### config.mk
export PLATFORM = sky130hd
export DESIGN_NAME = fir_top
export DESIGN_NICKNAME = d
export VERILOG_FILES = /design/src/source/fir_pkg.sv /design/src/source/axi_lite_regs.sv /design/src/source/coef_ram.sv /design/src/source/sample_delay_line.sv /design/src/source/fir_mac.sv /design/src/source/fir_top.sv
export VERILOG_INCLUDE_DIRS = /design/src /design/src/source
export SDC_FILE = /design/constraint.sdc
export NUM_CORES = 1
export LEC_CHECK = 0
export ABC_AREA = 1
export BUFFER_PORTS_ARGS = -buffer_cell sky130_fd_sc_hd__clkbuf_2
export CAP_MARGIN = 30
export CORE_MARGIN = 5
export CORE_UTILIZATION = 30
export CTS_BUF_LIST = sky130_fd_sc_hd__clkbuf_16
export DETAILED_ROUTE_END_ITERATION = 7
export PLACE_DENSITY = 0.48
export SYNTH_ARGS = -nofsm -noshare
export SYNTH_HDL_FRONTEND = slang
export SYNTH_SLANG_ARGS = --single-unit
### constraint.sdc
create_clock -name S_AXI_ACLK -period 9.4 [get_ports S_AXI_ACLK]
set_clock_uncertainty 0.1 [all_clocks]
set_input_delay 1.41 -clock S_AXI_ACLK [delete_from_list [all_inputs] [get_ports S_AXI_ACLK]]
set_output_delay 1.41 -clock S_AXI_ACLK [all_outputs]
set_load 0.01 [all_outputs]
### src/source/fir_defines.svh
`ifndef FIR_DEFINES_SVH
`define FIR_DEFINES_SVH

// filter geometry
`define FIR_TAPS 8
`define FIR_DATA_WIDTH 14
`define FIR_COEF_WIDTH 18
// fraction bits in each coefficient
`define FIR_COEF_MAG 17
// product width plus growth for the tap sum
`define FIR_ACC_WIDTH (`FIR_DATA_WIDTH + `FIR_COEF_WIDTH + $clog2(`FIR_TAPS))

// bus widths
`define AXI_DATA_WIDTH 32
`define AXI_ADDR_WIDTH 9
// byte to word address shift
`define AXI_ADDR_LSB 2

// register word addresses
`define REG_NAME 0
`define REG_VER 1
`define REG_TAPS 4
`define REG_COEF_MAG 12
`define REG_COEF_BASE 16
`define REG_SWITCHES 20

// first coefficient word
`define COEF_BASE 64
// switches bit that turns the filter on
`define SWITCH_FIR_EN 1

// id words, read back byte reversed
`define PROG_NAME " RIF"
`define PROG_VER "12.3"

`endif

### src/source/fir_pkg.sv
package fir_pkg;

	`include "fir_defines.svh"

	// datapath words
	typedef logic [`FIR_DATA_WIDTH-1:0] sample_t;
	typedef logic [`FIR_COEF_WIDTH-1:0] coef_t;
	typedef logic [`FIR_ACC_WIDTH-1:0] acc_t;
	typedef logic [$clog2(`FIR_TAPS)-1:0] tap_idx_t;

	// bus side words
	typedef logic [`AXI_ADDR_WIDTH-`AXI_ADDR_LSB-1:0] reg_addr_t;
	typedef logic [`AXI_DATA_WIDTH-1:0] axi_data_t;

	// one coefficient store from the register file
	typedef struct packed {
		logic en;
		tap_idx_t addr;
		coef_t data;
	} coef_wr_t;

	// tap fetch, shared by both memories
	typedef struct packed {
		logic en;
		tap_idx_t idx;
	} tap_rd_t;

	typedef enum logic [1:0] {MAC_IDLE, MAC_RUN, MAC_DONE} mac_state_e;

endpackage

### src/source/axi_lite_regs.sv
`timescale 1ns/1ps
`include "fir_defines.svh"

module axi_lite_regs
	import fir_pkg::*;
(
	input logic S_AXI_ACLK,
	input logic S_AXI_ARESETN,
	input logic [`AXI_ADDR_WIDTH-1:0] S_AXI_AWADDR,
	input logic [2:0] S_AXI_AWPROT,
	input logic S_AXI_AWVALID,
	output logic S_AXI_AWREADY,
	input axi_data_t S_AXI_WDATA,
	input logic [`AXI_DATA_WIDTH/8-1:0] S_AXI_WSTRB,
	input logic S_AXI_WVALID,
	output logic S_AXI_WREADY,
	output logic [1:0] S_AXI_BRESP,
	output logic S_AXI_BVALID,
	input logic S_AXI_BREADY,
	input logic [`AXI_ADDR_WIDTH-1:0] S_AXI_ARADDR,
	input logic [2:0] S_AXI_ARPROT,
	input logic S_AXI_ARVALID,
	output logic S_AXI_ARREADY,
	output axi_data_t S_AXI_RDATA,
	output logic [1:0] S_AXI_RRESP,
	output logic S_AXI_RVALID,
	input logic S_AXI_RREADY,
	output coef_wr_t coef_wr,
	output logic fir_en,
	output logic [7:0] leds
);

	reg_addr_t axi_awaddr;
	reg_addr_t axi_araddr;
	reg_addr_t coef_off;
	axi_data_t switches;
	axi_data_t reg_data_out;
	logic aw_en;
	logic aw_accept;
	logic reg_wren;
	logic reg_rden;

	// every response is OKAY
	assign S_AXI_BRESP = 2'b00;
	assign S_AXI_RRESP = 2'b00;

	// address and data taken together, one write in flight
	assign aw_accept = !S_AXI_AWREADY && S_AXI_AWVALID && S_AXI_WVALID && aw_en;

	always_ff @(posedge S_AXI_ACLK) begin
		if (!S_AXI_ARESETN) begin
			S_AXI_AWREADY <= 1'b0;
			S_AXI_WREADY <= 1'b0;
			aw_en <= 1'b1;
		end else if (aw_accept) begin
			S_AXI_AWREADY <= 1'b1;
			S_AXI_WREADY <= 1'b1;
			aw_en <= 1'b0;
		end else begin
			S_AXI_AWREADY <= 1'b0;
			S_AXI_WREADY <= 1'b0;
			// reopen once the response is taken
			if (S_AXI_BREADY && S_AXI_BVALID)
				aw_en <= 1'b1;
		end
	end

	// word address of the pending write
	always_ff @(posedge S_AXI_ACLK) begin
		if (aw_accept)
			axi_awaddr <= S_AXI_AWADDR[`AXI_ADDR_WIDTH-1:`AXI_ADDR_LSB];
	end

	assign reg_wren = S_AXI_AWREADY && S_AXI_AWVALID && S_AXI_WREADY && S_AXI_WVALID;

	// response raised the cycle after the write, held until BREADY
	always_ff @(posedge S_AXI_ACLK) begin
		if (!S_AXI_ARESETN)
			S_AXI_BVALID <= 1'b0;
		else if (reg_wren && !S_AXI_BVALID)
			S_AXI_BVALID <= 1'b1;
		else if (S_AXI_BREADY && S_AXI_BVALID)
			S_AXI_BVALID <= 1'b0;
	end

	// switches, byte lanes follow WSTRB
	always_ff @(posedge S_AXI_ACLK) begin
		if (!S_AXI_ARESETN) begin
			switches <= '0;
		end else if (reg_wren && axi_awaddr == reg_addr_t'(`REG_SWITCHES)) begin
			for (int b = 0; b < `AXI_DATA_WIDTH / 8; b++) begin
				if (S_AXI_WSTRB[b])
					switches[8*b +: 8] <= S_AXI_WDATA[8*b +: 8];
			end
		end
	end

	// coefficient region decode
	assign coef_off = axi_awaddr - reg_addr_t'(`COEF_BASE);
	assign coef_wr.en = reg_wren && (axi_awaddr >= reg_addr_t'(`COEF_BASE))
		&& (coef_off < reg_addr_t'(`FIR_TAPS));
	assign coef_wr.addr = coef_off[$bits(tap_idx_t)-1:0];
	// sign from bit 31, magnitude bits from the bottom
	assign coef_wr.data = {S_AXI_WDATA[`AXI_DATA_WIDTH-1], S_AXI_WDATA[`FIR_COEF_WIDTH-2:0]};

	assign fir_en = switches[`SWITCH_FIR_EN];
	assign leds = switches[7:0];

	// single cycle address accept, no new read while data is pending
	always_ff @(posedge S_AXI_ACLK) begin
		if (!S_AXI_ARESETN)
			S_AXI_ARREADY <= 1'b0;
		else
			S_AXI_ARREADY <= !S_AXI_ARREADY && S_AXI_ARVALID && !S_AXI_RVALID;
	end

	always_ff @(posedge S_AXI_ACLK) begin
		if (!S_AXI_ARREADY && S_AXI_ARVALID && !S_AXI_RVALID)
			axi_araddr <= S_AXI_ARADDR[`AXI_ADDR_WIDTH-1:`AXI_ADDR_LSB];
	end

	assign reg_rden = S_AXI_ARREADY && S_AXI_ARVALID && !S_AXI_RVALID;

	always_ff @(posedge S_AXI_ACLK) begin
		if (!S_AXI_ARESETN)
			S_AXI_RVALID <= 1'b0;
		else if (reg_rden)
			S_AXI_RVALID <= 1'b1;
		else if (S_AXI_RVALID && S_AXI_RREADY)
			S_AXI_RVALID <= 1'b0;
	end

	// read map, coefficients are write only
	always_comb begin
		case (axi_araddr)
			reg_addr_t'(`REG_NAME): reg_data_out = `PROG_NAME;
			reg_addr_t'(`REG_VER): reg_data_out = `PROG_VER;
			reg_addr_t'(`REG_TAPS): reg_data_out = axi_data_t'(`FIR_TAPS);
			reg_addr_t'(`REG_COEF_MAG): reg_data_out = axi_data_t'(`FIR_COEF_MAG);
			reg_addr_t'(`REG_COEF_BASE): reg_data_out = axi_data_t'(`COEF_BASE);
			reg_addr_t'(`REG_SWITCHES): reg_data_out = switches;
			default: reg_data_out = '0;
		endcase
	end

	always_ff @(posedge S_AXI_ACLK) begin
		if (reg_rden)
			S_AXI_RDATA <= reg_data_out;
	end

endmodule

### src/source/coef_ram.sv
`timescale 1ns/1ps
`include "fir_defines.svh"

module coef_ram
	import fir_pkg::*;
(
	input logic S_AXI_ACLK,
	input coef_wr_t coef_wr,
	input tap_rd_t tap_rd,
	output coef_t coef
);

	// one word per tap, all zero from configuration
	coef_t mem [`FIR_TAPS] = '{default: '0};

	// bus side store
	always_ff @(posedge S_AXI_ACLK) begin
		if (coef_wr.en)
			mem[coef_wr.addr] <= coef_wr.data;
	end

	// mac side fetch
	// one cycle latency, lines up with the sample history
	always_ff @(posedge S_AXI_ACLK) begin
		if (tap_rd.en)
			coef <= mem[tap_rd.idx];
	end

endmodule

### src/source/sample_delay_line.sv
`timescale 1ns/1ps
`include "fir_defines.svh"

module sample_delay_line
	import fir_pkg::*;
(
	input logic S_AXI_ACLK,
	input logic S_AXI_ARESETN,
	input logic shift_en,
	input sample_t sample_in,
	input tap_rd_t tap_rd,
	output sample_t sample
);

	// index 0 newest
	sample_t hist [`FIR_TAPS];

	// history starts from silence
	always_ff @(posedge S_AXI_ACLK) begin
		if (!S_AXI_ARESETN) begin
			for (int i = 0; i < `FIR_TAPS; i++)
				hist[i] <= '0;
		end else if (shift_en) begin
			hist[0] <= sample_in;
			// oldest sample falls off the end
			for (int i = 1; i < `FIR_TAPS; i++)
				hist[i] <= hist[i-1];
		end
	end

	// tap k gives x[n-k]
	always_ff @(posedge S_AXI_ACLK) begin
		if (tap_rd.en)
			sample <= hist[tap_rd.idx];
	end

endmodule

### src/source/fir_mac.sv
`timescale 1ns/1ps
`include "fir_defines.svh"

module fir_mac
	import fir_pkg::*;
(
	input logic S_AXI_ACLK,
	input logic S_AXI_ARESETN,
	input logic fir_en,
	input sample_t flt_in,
	input logic flt_valid,
	input coef_t coef,
	input sample_t sample,
	output logic flt_ready,
	output logic shift_en,
	output tap_rd_t tap_rd,
	output sample_t flt_out,
	output logic out_valid
);

	mac_state_e state;
	tap_idx_t tap_idx;
	acc_t acc;
	logic rd_vld;
	logic accept;
	logic acc_done;

	// busy from the accept through the filtered result
	assign flt_ready = (state == MAC_IDLE) && !(fir_en && out_valid);
	assign accept = flt_valid && flt_ready;
	// history moves on every accept, bypass included
	assign shift_en = accept;

	assign tap_rd.en = (state == MAC_RUN);
	assign tap_rd.idx = tap_idx;

	// last tap summed once the fetch flag has drained
	assign acc_done = (state == MAC_DONE) && !rd_vld;

	always_ff @(posedge S_AXI_ACLK) begin
		if (!S_AXI_ARESETN) begin
			state <= MAC_IDLE;
			tap_idx <= '0;
			rd_vld <= 1'b0;
		end else begin
			// memories answer one cycle after the fetch
			rd_vld <= tap_rd.en;
			case (state)
				MAC_IDLE: begin
					if (accept && fir_en) begin
						state <= MAC_RUN;
						tap_idx <= '0;
					end
				end
				MAC_RUN: begin
					tap_idx <= tap_idx + 1'b1;
					if (tap_idx == tap_idx_t'(`FIR_TAPS - 1))
						state <= MAC_DONE;
				end
				MAC_DONE: begin
					if (!rd_vld)
						state <= MAC_IDLE;
				end
				default: state <= MAC_IDLE;
			endcase
		end
	end

	// signed mac, fresh sum per accepted sample
	always_ff @(posedge S_AXI_ACLK) begin
		if (accept)
			acc <= '0;
		else if (rd_vld)
			acc <= $signed(acc) + $signed(coef) * $signed(sample);
	end

	always_ff @(posedge S_AXI_ACLK) begin
		if (!S_AXI_ARESETN)
			out_valid <= 1'b0;
		else
			out_valid <= (accept && !fir_en) || acc_done;
	end

	// drop the fraction bits, wrap on overflow
	always_ff @(posedge S_AXI_ACLK) begin
		if (accept && !fir_en)
			flt_out <= flt_in;
		else if (acc_done)
			flt_out <= acc[`FIR_COEF_MAG +: `FIR_DATA_WIDTH];
	end

endmodule

### src/source/fir_top.sv
`timescale 1ns/1ps
`include "fir_defines.svh"

module fir_top
	import fir_pkg::*;
(
	input logic S_AXI_ACLK,
	input logic S_AXI_ARESETN,
	input logic [`AXI_ADDR_WIDTH-1:0] S_AXI_AWADDR,
	input logic [2:0] S_AXI_AWPROT,
	input logic S_AXI_AWVALID,
	output logic S_AXI_AWREADY,
	input axi_data_t S_AXI_WDATA,
	input logic [`AXI_DATA_WIDTH/8-1:0] S_AXI_WSTRB,
	input logic S_AXI_WVALID,
	output logic S_AXI_WREADY,
	output logic [1:0] S_AXI_BRESP,
	output logic S_AXI_BVALID,
	input logic S_AXI_BREADY,
	input logic [`AXI_ADDR_WIDTH-1:0] S_AXI_ARADDR,
	input logic [2:0] S_AXI_ARPROT,
	input logic S_AXI_ARVALID,
	output logic S_AXI_ARREADY,
	output axi_data_t S_AXI_RDATA,
	output logic [1:0] S_AXI_RRESP,
	output logic S_AXI_RVALID,
	input logic S_AXI_RREADY,
	input sample_t flt_in,
	input logic flt_valid,
	output logic flt_ready,
	output sample_t flt_out,
	output logic out_valid,
	output logic [7:0] leds
);

	// register file to datapath
	coef_wr_t coef_wr;
	logic fir_en;
	// mac to the two memories
	tap_rd_t tap_rd;
	logic shift_en;
	coef_t coef;
	sample_t sample;

	axi_lite_regs u_regs (
		.S_AXI_ACLK(S_AXI_ACLK), .S_AXI_ARESETN(S_AXI_ARESETN),
		.S_AXI_AWADDR(S_AXI_AWADDR), .S_AXI_AWPROT(S_AXI_AWPROT),
		.S_AXI_AWVALID(S_AXI_AWVALID), .S_AXI_AWREADY(S_AXI_AWREADY),
		.S_AXI_WDATA(S_AXI_WDATA), .S_AXI_WSTRB(S_AXI_WSTRB),
		.S_AXI_WVALID(S_AXI_WVALID), .S_AXI_WREADY(S_AXI_WREADY),
		.S_AXI_BRESP(S_AXI_BRESP), .S_AXI_BVALID(S_AXI_BVALID), .S_AXI_BREADY(S_AXI_BREADY),
		.S_AXI_ARADDR(S_AXI_ARADDR), .S_AXI_ARPROT(S_AXI_ARPROT),
		.S_AXI_ARVALID(S_AXI_ARVALID), .S_AXI_ARREADY(S_AXI_ARREADY),
		.S_AXI_RDATA(S_AXI_RDATA), .S_AXI_RRESP(S_AXI_RRESP),
		.S_AXI_RVALID(S_AXI_RVALID), .S_AXI_RREADY(S_AXI_RREADY),
		.coef_wr(coef_wr), .fir_en(fir_en), .leds(leds)
	);

	coef_ram u_coef_ram (
		.S_AXI_ACLK(S_AXI_ACLK), .coef_wr(coef_wr), .tap_rd(tap_rd), .coef(coef)
	);

	sample_delay_line u_delay (
		.S_AXI_ACLK(S_AXI_ACLK), .S_AXI_ARESETN(S_AXI_ARESETN), .shift_en(shift_en),
		.sample_in(flt_in), .tap_rd(tap_rd), .sample(sample)
	);

	fir_mac u_mac (
		.S_AXI_ACLK(S_AXI_ACLK), .S_AXI_ARESETN(S_AXI_ARESETN), .fir_en(fir_en),
		.flt_in(flt_in), .flt_valid(flt_valid), .coef(coef), .sample(sample),
		.flt_ready(flt_ready), .shift_en(shift_en), .tap_rd(tap_rd),
		.flt_out(flt_out), .out_valid(out_valid)
	);

endmodule

==> results.ini, run 1 <==
[timing]
hold_viol=0
period_share=0.859
setup_tns_ps=0
slew_headroom=0.381
setup_viol=0
final_max_slew_viol_count=0
grt_setup_unrepaired=no
min_period_ps=8070
fmax_mhz=124
fin_hold_ws_ps=347
worstMarginPinSlew_ps=928

[layout]
areaGrowthSynthToFinish_pct=12.8
nNetsFinal=3553
diodes=0
drive_gt1_frac=0.0857

[detailed_routing]
antenna_left=0
viasPerCell=4.45
dr.pass1.iters=5
wl_per_cell_um=15.7
num_vias=19678
routed_wl_um=69200
drt_iter0_markers=1152
drc_errors=0

[global_routing]
grt_overflow=0
track_usage=0.140
grt_pass1_wl_um=111000
antenna_found_initial=1
grt_pass1_vias=20330
grt_max_degree=68

[clock_network]
post_cts_resize_count=0
htree_levels=2
cts_made_buffers=49
clock_sinks=423
cts_tree=yes
cts_hold_buf=0
clock_latency_ps=640
post_cts_buffers=0
cts-root-buf=clkbuf_16
clk_path_buf_depth=3
clk_pin_slew_worst_paths_ps=70

[critical_path]
critPathLaunchType=flip-flop
rr_worst_depth=35
cp_data_arrival_time_ps=8480
cp_slowest_stage_delay_ps=860
r2r_start=u_delay.sample[3]
r2r_end=u_mac.acc[29]
startpoint=u_delay.sample[3]
crit_fanout=18
crit_path_top_delay_cell=edfxtp_1
worstSetupPathType=flip-flop to flip-flop
cpMostUsedCell=nand2_1
endpoint=u_mac.acc[29]
rrSetupSlack_ps=1330
critical_path_required_ps=9810
end_kind=flip-flop

[synthesis]
synth_top_area_frac=0.373
syn_avg_cell_area_um2=9.18
synth_top_flop_cell=edfxtp_1
synth.area.top_cells=edfxtp_1 37%, fa_1 17%, inv_1 8.9%, nand2_1 6.3%, dfxtp_1 5.4%
yosys_warnings=0
seq_area_frac_synth=0.427
synth_cell_types=49
synth-edff-count=348
netlist_instances=3048
synth-seq-cells=423
synth_area_mm2=0.0280
synth_most_common_cell=inv_1
yosys.area.top_type=edfxtp_1
async_reset_ff_frac=0
synth_common_cells=662 x inv_1, 471 x nand2_1, 348 x edfxtp_1

[pwr]
power_density_mw_per_mm2=129
p_leak_uw=0.0146
vdd_drop_max_uv=145

[floorplanning]
start_util=0.301
coreArea_mm2=0.0929
chipHeight_um=315
die-area_mm2=0.0995
std_cell_rows=112
io_pins=147
die_w_um=315

[run]
max_cap_violations=0

[placed_design]
io_buffers=132
dp.final_hpwl_um=49400
place_congestion=0.816

[min_path]
hold_path_depth=2
hold_class=flip-flop to flip-flop

[run_status]
outcome=finished clean

placed cells by master (no fill, tap or decap), types with 8 or more instances in the layout:
cell / n
o21ai_0: 220
o21bai_1: 20
clkinv_1: 8
inv_1: 680
clkbuf_2: 132
or2_2: 11
edfxtp_1: 348
clkbuf_16: 49
o22ai_1: 19
dfxtp_1: 73
a21oi_1: 149
nor2_1: 319
nor3_2: 8
a31oi_1: 34
fa_1: 239
ha_1: 107
buf_4: 27
nand2_1: 469
o21ai_1: 47
nand3_1: 43
nor3_1: 12
xor2_1: 23
o211ai_1: 10
inv_2: 8
xnor2_1: 19
a21o_1: 9
worst min-delay path by stage:
stage                              startpoint                   to  slack (ps)
after CTS                 u_regs.switches[13]  u_regs.switches[13]         350
after global placement    u_regs.switches[28]  u_regs.switches[28]         330
after global routing      u_regs.switches[17]  u_regs.switches[17]         360
final                     u_regs.switches[29]  u_regs.switches[29]         350
after detailed placement  u_regs.switches[13]  u_regs.switches[13]         340
after floorplan           u_regs.switches[10]  u_regs.switches[10]         320
worst max-delay path: cells and delay by family (launching register included):
family / cells / cell delay (ps)
xor gates and xnor gates: 1 / 250
buffers and inverters: 8 / 580
and+or+nand+nor: 16 / 1710
adders and majority gates: 8 / 3980
DFF: 1 / 860
AOI/OAI and AO/OA: 2 / 460
logic make-up after synthesis:
logic type,count (synthesis),share of synthesized area
adders and majority gates,346,0.219
buffers and inverters,811,0.111
and+or+nand+nor,895,0.127
xor gates and xnor gates,42,0.0131
DFF,423,0.427
other,1,0.000134
AOI/OAI and AO/OA,530,0.103
flip-flops by register name (all words and copies together), names as in the netlist:
register	flops
u_regs.aw_en	1
u_regs.S_AXI_RVALID	1
u_regs.S_AXI_AWREADY	1
u_regs.S_AXI_BVALID	1
u_mac.tap_idx	3
u_mac.out_valid	1
u_mac.rd_vld	1
u_delay.sample	14
u_mac.acc	31
u_regs.S_AXI_ARREADY	1
u_regs.axi_awaddr	7
u_regs.switches	32
u_delay.hist	112
u_regs.axi_araddr	7
u_regs.S_AXI_RDATA	32
u_coef_ram.mem	144
u_coef_ram.coef	18
u_mac.flt_out	14
u_mac.state	2
per-stage QoR:
step           cells  worst slack (ps)   util  total power (µW)  cell area, µm²
2_1_floorplan   3051              2210      -              2190           28000
3_3_place_gp    4325              1290  0.322              2260           29900
3_5_place_dp    4328              1310  0.323              2260           30000
4_1_cts         4418              1270  0.340              4140           31600
5_1_grt         4418               594  0.340              4240           31600
6_report        4418              1330  0.340              4080           31600
routing by layer:
layer	up-vias	wire length, µm	GRT usage
met5	-	0	0
met4	0	1320	0.0324
met3	79	2780	0.0235
met2	299	32900	0.240
met1	9540	32100	0.186
li1	9760	-	-
power breakdown:
group | switching (µW) | internal, µW | total (µW)
Clock | 799 | 1070 | 1860
Combinational | 88.3 | 36.1 | 124
Sequential | 20.7 | 2070 | 2090
Total | 908 | 3180 | 4080
area by class of cell:
type	instances	area (µm²)
Multi-Input combinational cell	1817	13000
Timing Repair Buffer	162	931
Sequential cell	423	12000
Clock inverter	41	360
Clock buffer	49	1230
Inverter	672	2520
Tap cell	1254	1570
Fill cell	9661	61300
(Power assumes the default switching activity.)
==> inputs of run 2 (changes only) <==
Settings changed: BUFFER_PORTS_ARGS -buffer_cell sky130_fd_sc_hd__clkbuf_2 to -buffer_cell sky130_fd_sc_hd__buf_2.
==> results.ini, run 2 (same netlist as run 1, synthesis figures left out) <==
[clock_network]
cts_hold_buf=0  ; unchanged
htree_levels=2  ; unchanged
post_cts_buffers=0  ; unchanged
clk_pin_slew_worst_paths_ps=60  ; about the same
post_cts_resize_count=0  ; unchanged
cts_tree=yes
clk_path_buf_depth=3  ; unchanged
clock_sinks=423  ; unchanged
cts_made_buffers=47  ; -4.1%
clock_latency_ps=610  ; -30 ps
cts-root-buf=clkbuf_16

[layout]
largest_reg_flops=144  ; unchanged
utilization=0.339  ; -0.00140
multiInputGateArea_mm2=0.0130  ; unchanged
areaGrowthSynthToFinish_pct=12.3
reg_top3=u_coef_ram.mem: 144 flops, u_delay.hist: 112 flops
nNetsFinal=3551  ; -0.056%
layout_common_cells=683 x inv_1, 469 x nand2_1, 348 x edfxtp_1
final_common_cell=inv_1
regMostFlops=u_coef_ram.mem
n_fill_cell=9629  ; -0.33%
drive_gt1_frac=0.0841  ; -0.00153
register_area_mm2=0.0120  ; unchanged

[pwr]
p_comb_frac=0.032  ; +0.002
switchingPower_uw=895  ; -1.4%
p_seq_frac=0.530  ; +0.017
power_density_mw_per_mm2=126  ; -2.8%
p_clk_frac=0.439  ; -0.018
p_leak_uw=0.0145  ; -0.47%
p_sw_frac=0.226  ; +0.00406
vdd_drop_max_uv=133  ; -8.2%
intPower_uw=3060  ; -3.7%
finalPower_uw=3950  ; -3.2%

[critical_path]
cp_slowest_stage_delay_ps=870  ; about the same
crit_fanout=18  ; unchanged
crit_path_top_delay_cell=edfxtp_1
critPathLaunchType=flip-flop
r2r_start=u_delay.sample[3]
rr_worst_depth=36  ; +2.9%
end_kind=flip-flop
path_delay_family=adder cells
worstSetupPathType=flip-flop to flip-flop
cpMostUsedCell=nand2_1
rrSetupSlack_ps=1350  ; +20 ps
cp_data_arrival_time_ps=8490  ; about the same
critical_path_required_ps=9840  ; +30 ps
r2r_end=u_mac.acc[30]
cp_num_buf_inv=7  ; -1

[timing]
slew_headroom=0.372  ; -0.00872
setup_tns_ps=0  ; unchanged
fmax_mhz=124  ; +0.30%
grt_setup_unrepaired=no
period_share=0.856  ; -0.00254
setup_viol=0  ; unchanged
worstMarginPinSlew_ps=941  ; +13.1 ps
min_period_ps=8050  ; -23.9 ps
hold_viol=0  ; unchanged
final_max_slew_viol_count=0  ; unchanged

[placed_design]
dp.final_hpwl_um=49500  ; +0.26%
io_buffers=132  ; unchanged
place_congestion=0.816  ; about the same

[global_routing]
grt_overflow=0  ; unchanged
grt_pass1_wl_um=112000  ; +0.71%
grt_max_degree=81  ; +19%
antenna_found_initial=1  ; unchanged
track_usage=0.141  ; +0.00126
grt_pass1_vias=20111  ; -1.1%

[floorplanning]
die_w_um=315  ; unchanged
chipHeight_um=315  ; unchanged
std_cell_rows=112  ; unchanged
io_pins=147  ; unchanged
die-area_mm2=0.0995  ; unchanged
coreArea_mm2=0.0929  ; unchanged
start_util=0.301  ; unchanged

[detailed_routing]
wl_per_cell_um=15.7  ; +0.20%
drt_iter0_markers=1025  ; -11%
viasPerCell=4.44  ; -0.39%
antenna_left=0  ; unchanged
num_vias=19602  ; -0.39%
dr.pass1.iters=5  ; unchanged
drc_errors=0  ; unchanged
routed_wl_um=69300  ; +0.20%

[min_path]
whs_endpoint=u_regs.switches[22]
hp-start=u_regs.switches[22]
hold_class=flip-flop to flip-flop
hold_path_depth=2  ; unchanged

[run_status]
outcome=finished clean

[run]
max_cap_violations=0  ; unchanged

==> run 2: changes by cell type in the layout (fill, tap and decap cells not counted), sizes merged <==
cell,delta
buf,+132
bufinv,-3
diode,+2
clkbuf,-134
clkinvlp,+1
clkinv,-3
inv,+5
==> run 2: stage by stage <==
stage / instance area (µm²) / setup WS, ps / hold slack (ps) / cells
final: 31500 / 1350 / 349 / 4418
after detailed placement: 30000 / 1350 / 339 / 4328
after global routing: 31500 / 618 / 375 / 4417
after floorplan: 28000 / 2210 / 325 / 3051
after CTS: 31400 / 1290 / 349 / 4416
after global placement: 29900 / 1270 / 334 / 4325
==> run 2: cell type report <==
class / count / share of cell area
flip-flops and latches: 423 / 0.380
repair buffers: 162 / 0.0296
clock buffers: 47 / 0.0374
multi-input cells: 1817 / 0.414
well taps: 1254 / 0.0499
inverters: 672 / 0.0802
diodes: 2 / 0.000159
clock inverters: 41 / 0.00879
==> run 2: worst reg2reg max path, delay by kind of cell (launching register included) <==
kind,cells,cell delay [ps]
buffers and inverters,7,440
XOR/XNOR,1,260
flip-flops,1,870
AND/OR/NAND/NOR,16,1770
AO/OA/AOI/OAI,4,540
adder cells (fa/ha/maj),8,4010
==> run 2: power groups by stage <==
stage                     clock [µW]  sequential (µW)  combinational (µW)
after CTS                       1790             2090                 128
after global routing            1880             2100                 143
after global placement             0             2130                 127
after detailed placement           0             2130                 128
final                           1740             2090                 125
after floorplan                    0             2130                62.6
==> run 2: worst max path at each step <==
stage,to,slack [ps],cells after the start,start
after global routing,u_mac.acc[30],620,36,u_delay.sample[3]
final,u_mac.acc[30],1350,36,u_delay.sample[3]
after CTS,u_mac.acc[30],1290,36,u_delay.sample[3]
after global placement,u_mac.acc[29],1270,35,u_delay.sample[3]
after floorplan,u_mac.acc[30],2210,37,u_delay.sample[2]
after detailed placement,u_mac.acc[29],1350,35,u_delay.sample[3]
==> run 2: routing by layer <==
layer,part of all wire,global-route usage
met1,0.47,0.190
met2,0.48,0.242
met3,0.036,0.0208
met4,0.018,0.0313
met5,0,0
==> inputs of run 3 (changes only) <==
Clock period 9.4 ns to 8.5 ns, I/O delays scaled along.
==> results.ini, run 3 (same netlist as run 1, synthesis figures left out) <==
[placed_design]
dp.final_hpwl_um=49600  ; +0.25%
place_congestion=0.819  ; +0.42%
io_buffers=132  ; unchanged
place_ws_ps=876  ; -472 ps

[detailed_routing]
wl_per_cell_um=15.7  ; -0.19%
dr.pass1.iters=5  ; unchanged
routed_wl_um=69300  ; about the same
antenna_left=0  ; unchanged
drt_iter0_markers=1076  ; +5.0%
num_vias=19601  ; -0.0051%
viasPerCell=4.43  ; -0.25%
drc_errors=0  ; unchanged

[critical_path]
crit_path_top_delay_cell=edfxtp_1
crit_fanout=11  ; -7
r2r_start=u_delay.sample[3]
cpMostUsedCell=inv_1
cp_data_arrival_time_ps=8010  ; -480 ps
rr_worst_depth=33  ; -8.3%
rrSetupSlack_ps=890  ; -460 ps
critPathLaunchType=flip-flop
critical_path_required_ps=8890  ; -950 ps
end_kind=flip-flop
cp_slowest_stage_delay_ps=600  ; -270 ps
r2r_end=u_mac.acc[29]
worstSetupPathType=flip-flop to flip-flop

[floorplanning]
die-area_mm2=0.0995  ; unchanged
coreArea_mm2=0.0929  ; unchanged
chipHeight_um=315  ; unchanged
start_util=0.301  ; unchanged
die_w_um=315  ; unchanged
std_cell_rows=112  ; unchanged
io_pins=147  ; unchanged

[timing]
fmax_mhz=131  ; +5.7%
worstMarginPinSlew_ps=926  ; -15.6 ps
grt_setup_unrepaired=no
period_share=0.896  ; +0.0394
final_max_slew_viol_count=0  ; unchanged
setup_viol=0  ; unchanged
min_period_ps=7610  ; -436 ps
slew_headroom=0.383  ; +0.0104
fin_ws_ps=888  ; -464 ps
hold_viol=0  ; unchanged
setup_tns_ps=0  ; unchanged

[pwr]
p_seq_frac=0.523  ; -0.007
p_leak_uw=0.0146  ; +0.34%
p_clk_frac=0.446  ; +0.007
p_sw_frac=0.225  ; -0.00102
switchingPower_uw=999  ; +12%
intPower_uw=3430  ; +12%
p_comb_frac=0.031  ; about the same
vdd_drop_max_uv=155  ; +17%
finalPower_uw=4430  ; +12%
power_density_mw_per_mm2=140  ; +12%

[global_routing]
grtUsageMet2=0.244  ; +0.00153
met1_usage=0.187  ; -0.00290
track_usage=0.140  ; -0.000716
grt_max_degree=85  ; +4.9%
grt_util_met3=0.0225  ; +0.00170
grt_pass1_vias=20013  ; -0.49%
grt_overflow=0  ; unchanged
grt_pass1_wl_um=112000  ; -0.58%
antenna_found_initial=0  ; -1
top_usage_layer=met2

[layout]
nNetsFinal=3563  ; +0.34%
areaGrowthSynthToFinish_pct=12.8
largest_reg_flops=144  ; unchanged
regMostFlops=u_coef_ram.mem
layout_common_cells=672 x inv_1, 469 x nand2_1, 348 x edfxtp_1
drive_gt1_frac=0.0904  ; +0.00630
reg_top3=u_coef_ram.mem: 144 flops, u_delay.hist: 112 flops
final_common_cell=inv_1
utilization=0.340  ; +0.00136

[clock_network]
clock_latency_ps=610  ; about the same
cts_tree=yes
post_cts_buffers=0  ; unchanged
clk_path_buf_depth=3  ; unchanged
post_cts_resize_count=0  ; unchanged
htree_levels=2  ; unchanged
clock_sinks=423  ; unchanged
clk_pin_slew_worst_paths_ps=60  ; about the same
cts_made_buffers=48  ; +2.1%
cts-root-buf=clkbuf_16
cts_hold_buf=0  ; unchanged

[run_status]
outcome=finished clean

[min_path]
hold_class=flip-flop to flip-flop
hold_path_depth=2  ; unchanged
hp-start=u_regs.switches[22]
whs_endpoint=u_regs.switches[22]

[run]
max_cap_violations=0  ; unchanged

==> run 3: changes by cell type in the layout (fill, tap and decap cells not counted), moves of 2 or more <==
cell      before  now
buf_4         27   38
clkinv_1       8   10
clkinv_2       4   13
clkinv_4       0    2
inv_1        683  672
==> run 3: metal layers <==
layer,vias to the layer above,wire length (µm)
li1,9771,-
met1,9488,31900
met2,287,33700
met3,55,2770
met4,0,957
met5,-,0
==> run 3: power groups by stage <==
| stage | Sequential, µW | Combinational (µW) | Clock [µW] |
|---|---|---|---|
| final | 2310 | 138 | 1980 |
| after global routing | 2320 | 157 | 2120 |
| after floorplan | 2360 | 69.2 | 0 |
| after detailed placement | 2360 | 141 | 0 |
| after CTS | 2320 | 141 | 2040 |
| after global placement | 2360 | 140 | 0 |
==> run 3: cell type report <==
class / count / area (µm²)
inverter: 672 / 2520
antenna: 1 / 2.50
clock inverter: 41 / 297
clock buffer: 48 / 1200
sequential: 423 / 12000
timing repair buffer: 173 / 1010
multi-input combinational: 1817 / 13000
tap: 1254 / 1570
fill: 9622 / 61300
==> run 3: stage by stage <==
stage          cells  hold WS [ps]  area (µm²)
2_1_floorplan   3051           325       28000
5_1_grt         4428           364       31600
3_3_place_gp    4336           334       30000
4_1_cts         4428           350       31600
3_5_place_dp    4339           342       30100
6_report        4429           349       31600
==> run 3: worst max-delay path: cells and delay by family, from the launching register on <==
family / cells / cell delay, ps
adders and majority gates: 8 / 3650
and+or+nand+nor: 10 / 930
DFF: 1 / 600
AOI/OAI and AO/OA: 5 / 1430
buffers and inverters: 9 / 670
xor gates and xnor gates: 1 / 130
==> run 3: worst max-delay path by stage <==
stage,start,endpoint,slack (ps),depth (start not counted)
floorplan,u_delay.sample[2],u_mac.acc[30],1310,37
global placement,u_delay.sample[3],u_mac.acc[29],850,35
detailed placement,u_delay.sample[4],u_mac.acc[30],880,36
CTS,u_delay.sample[4],u_mac.acc[30],830,36
global route,u_delay.sample[4],u_mac.acc[30],210,36
finish,u_delay.sample[3],u_mac.acc[29],890,33
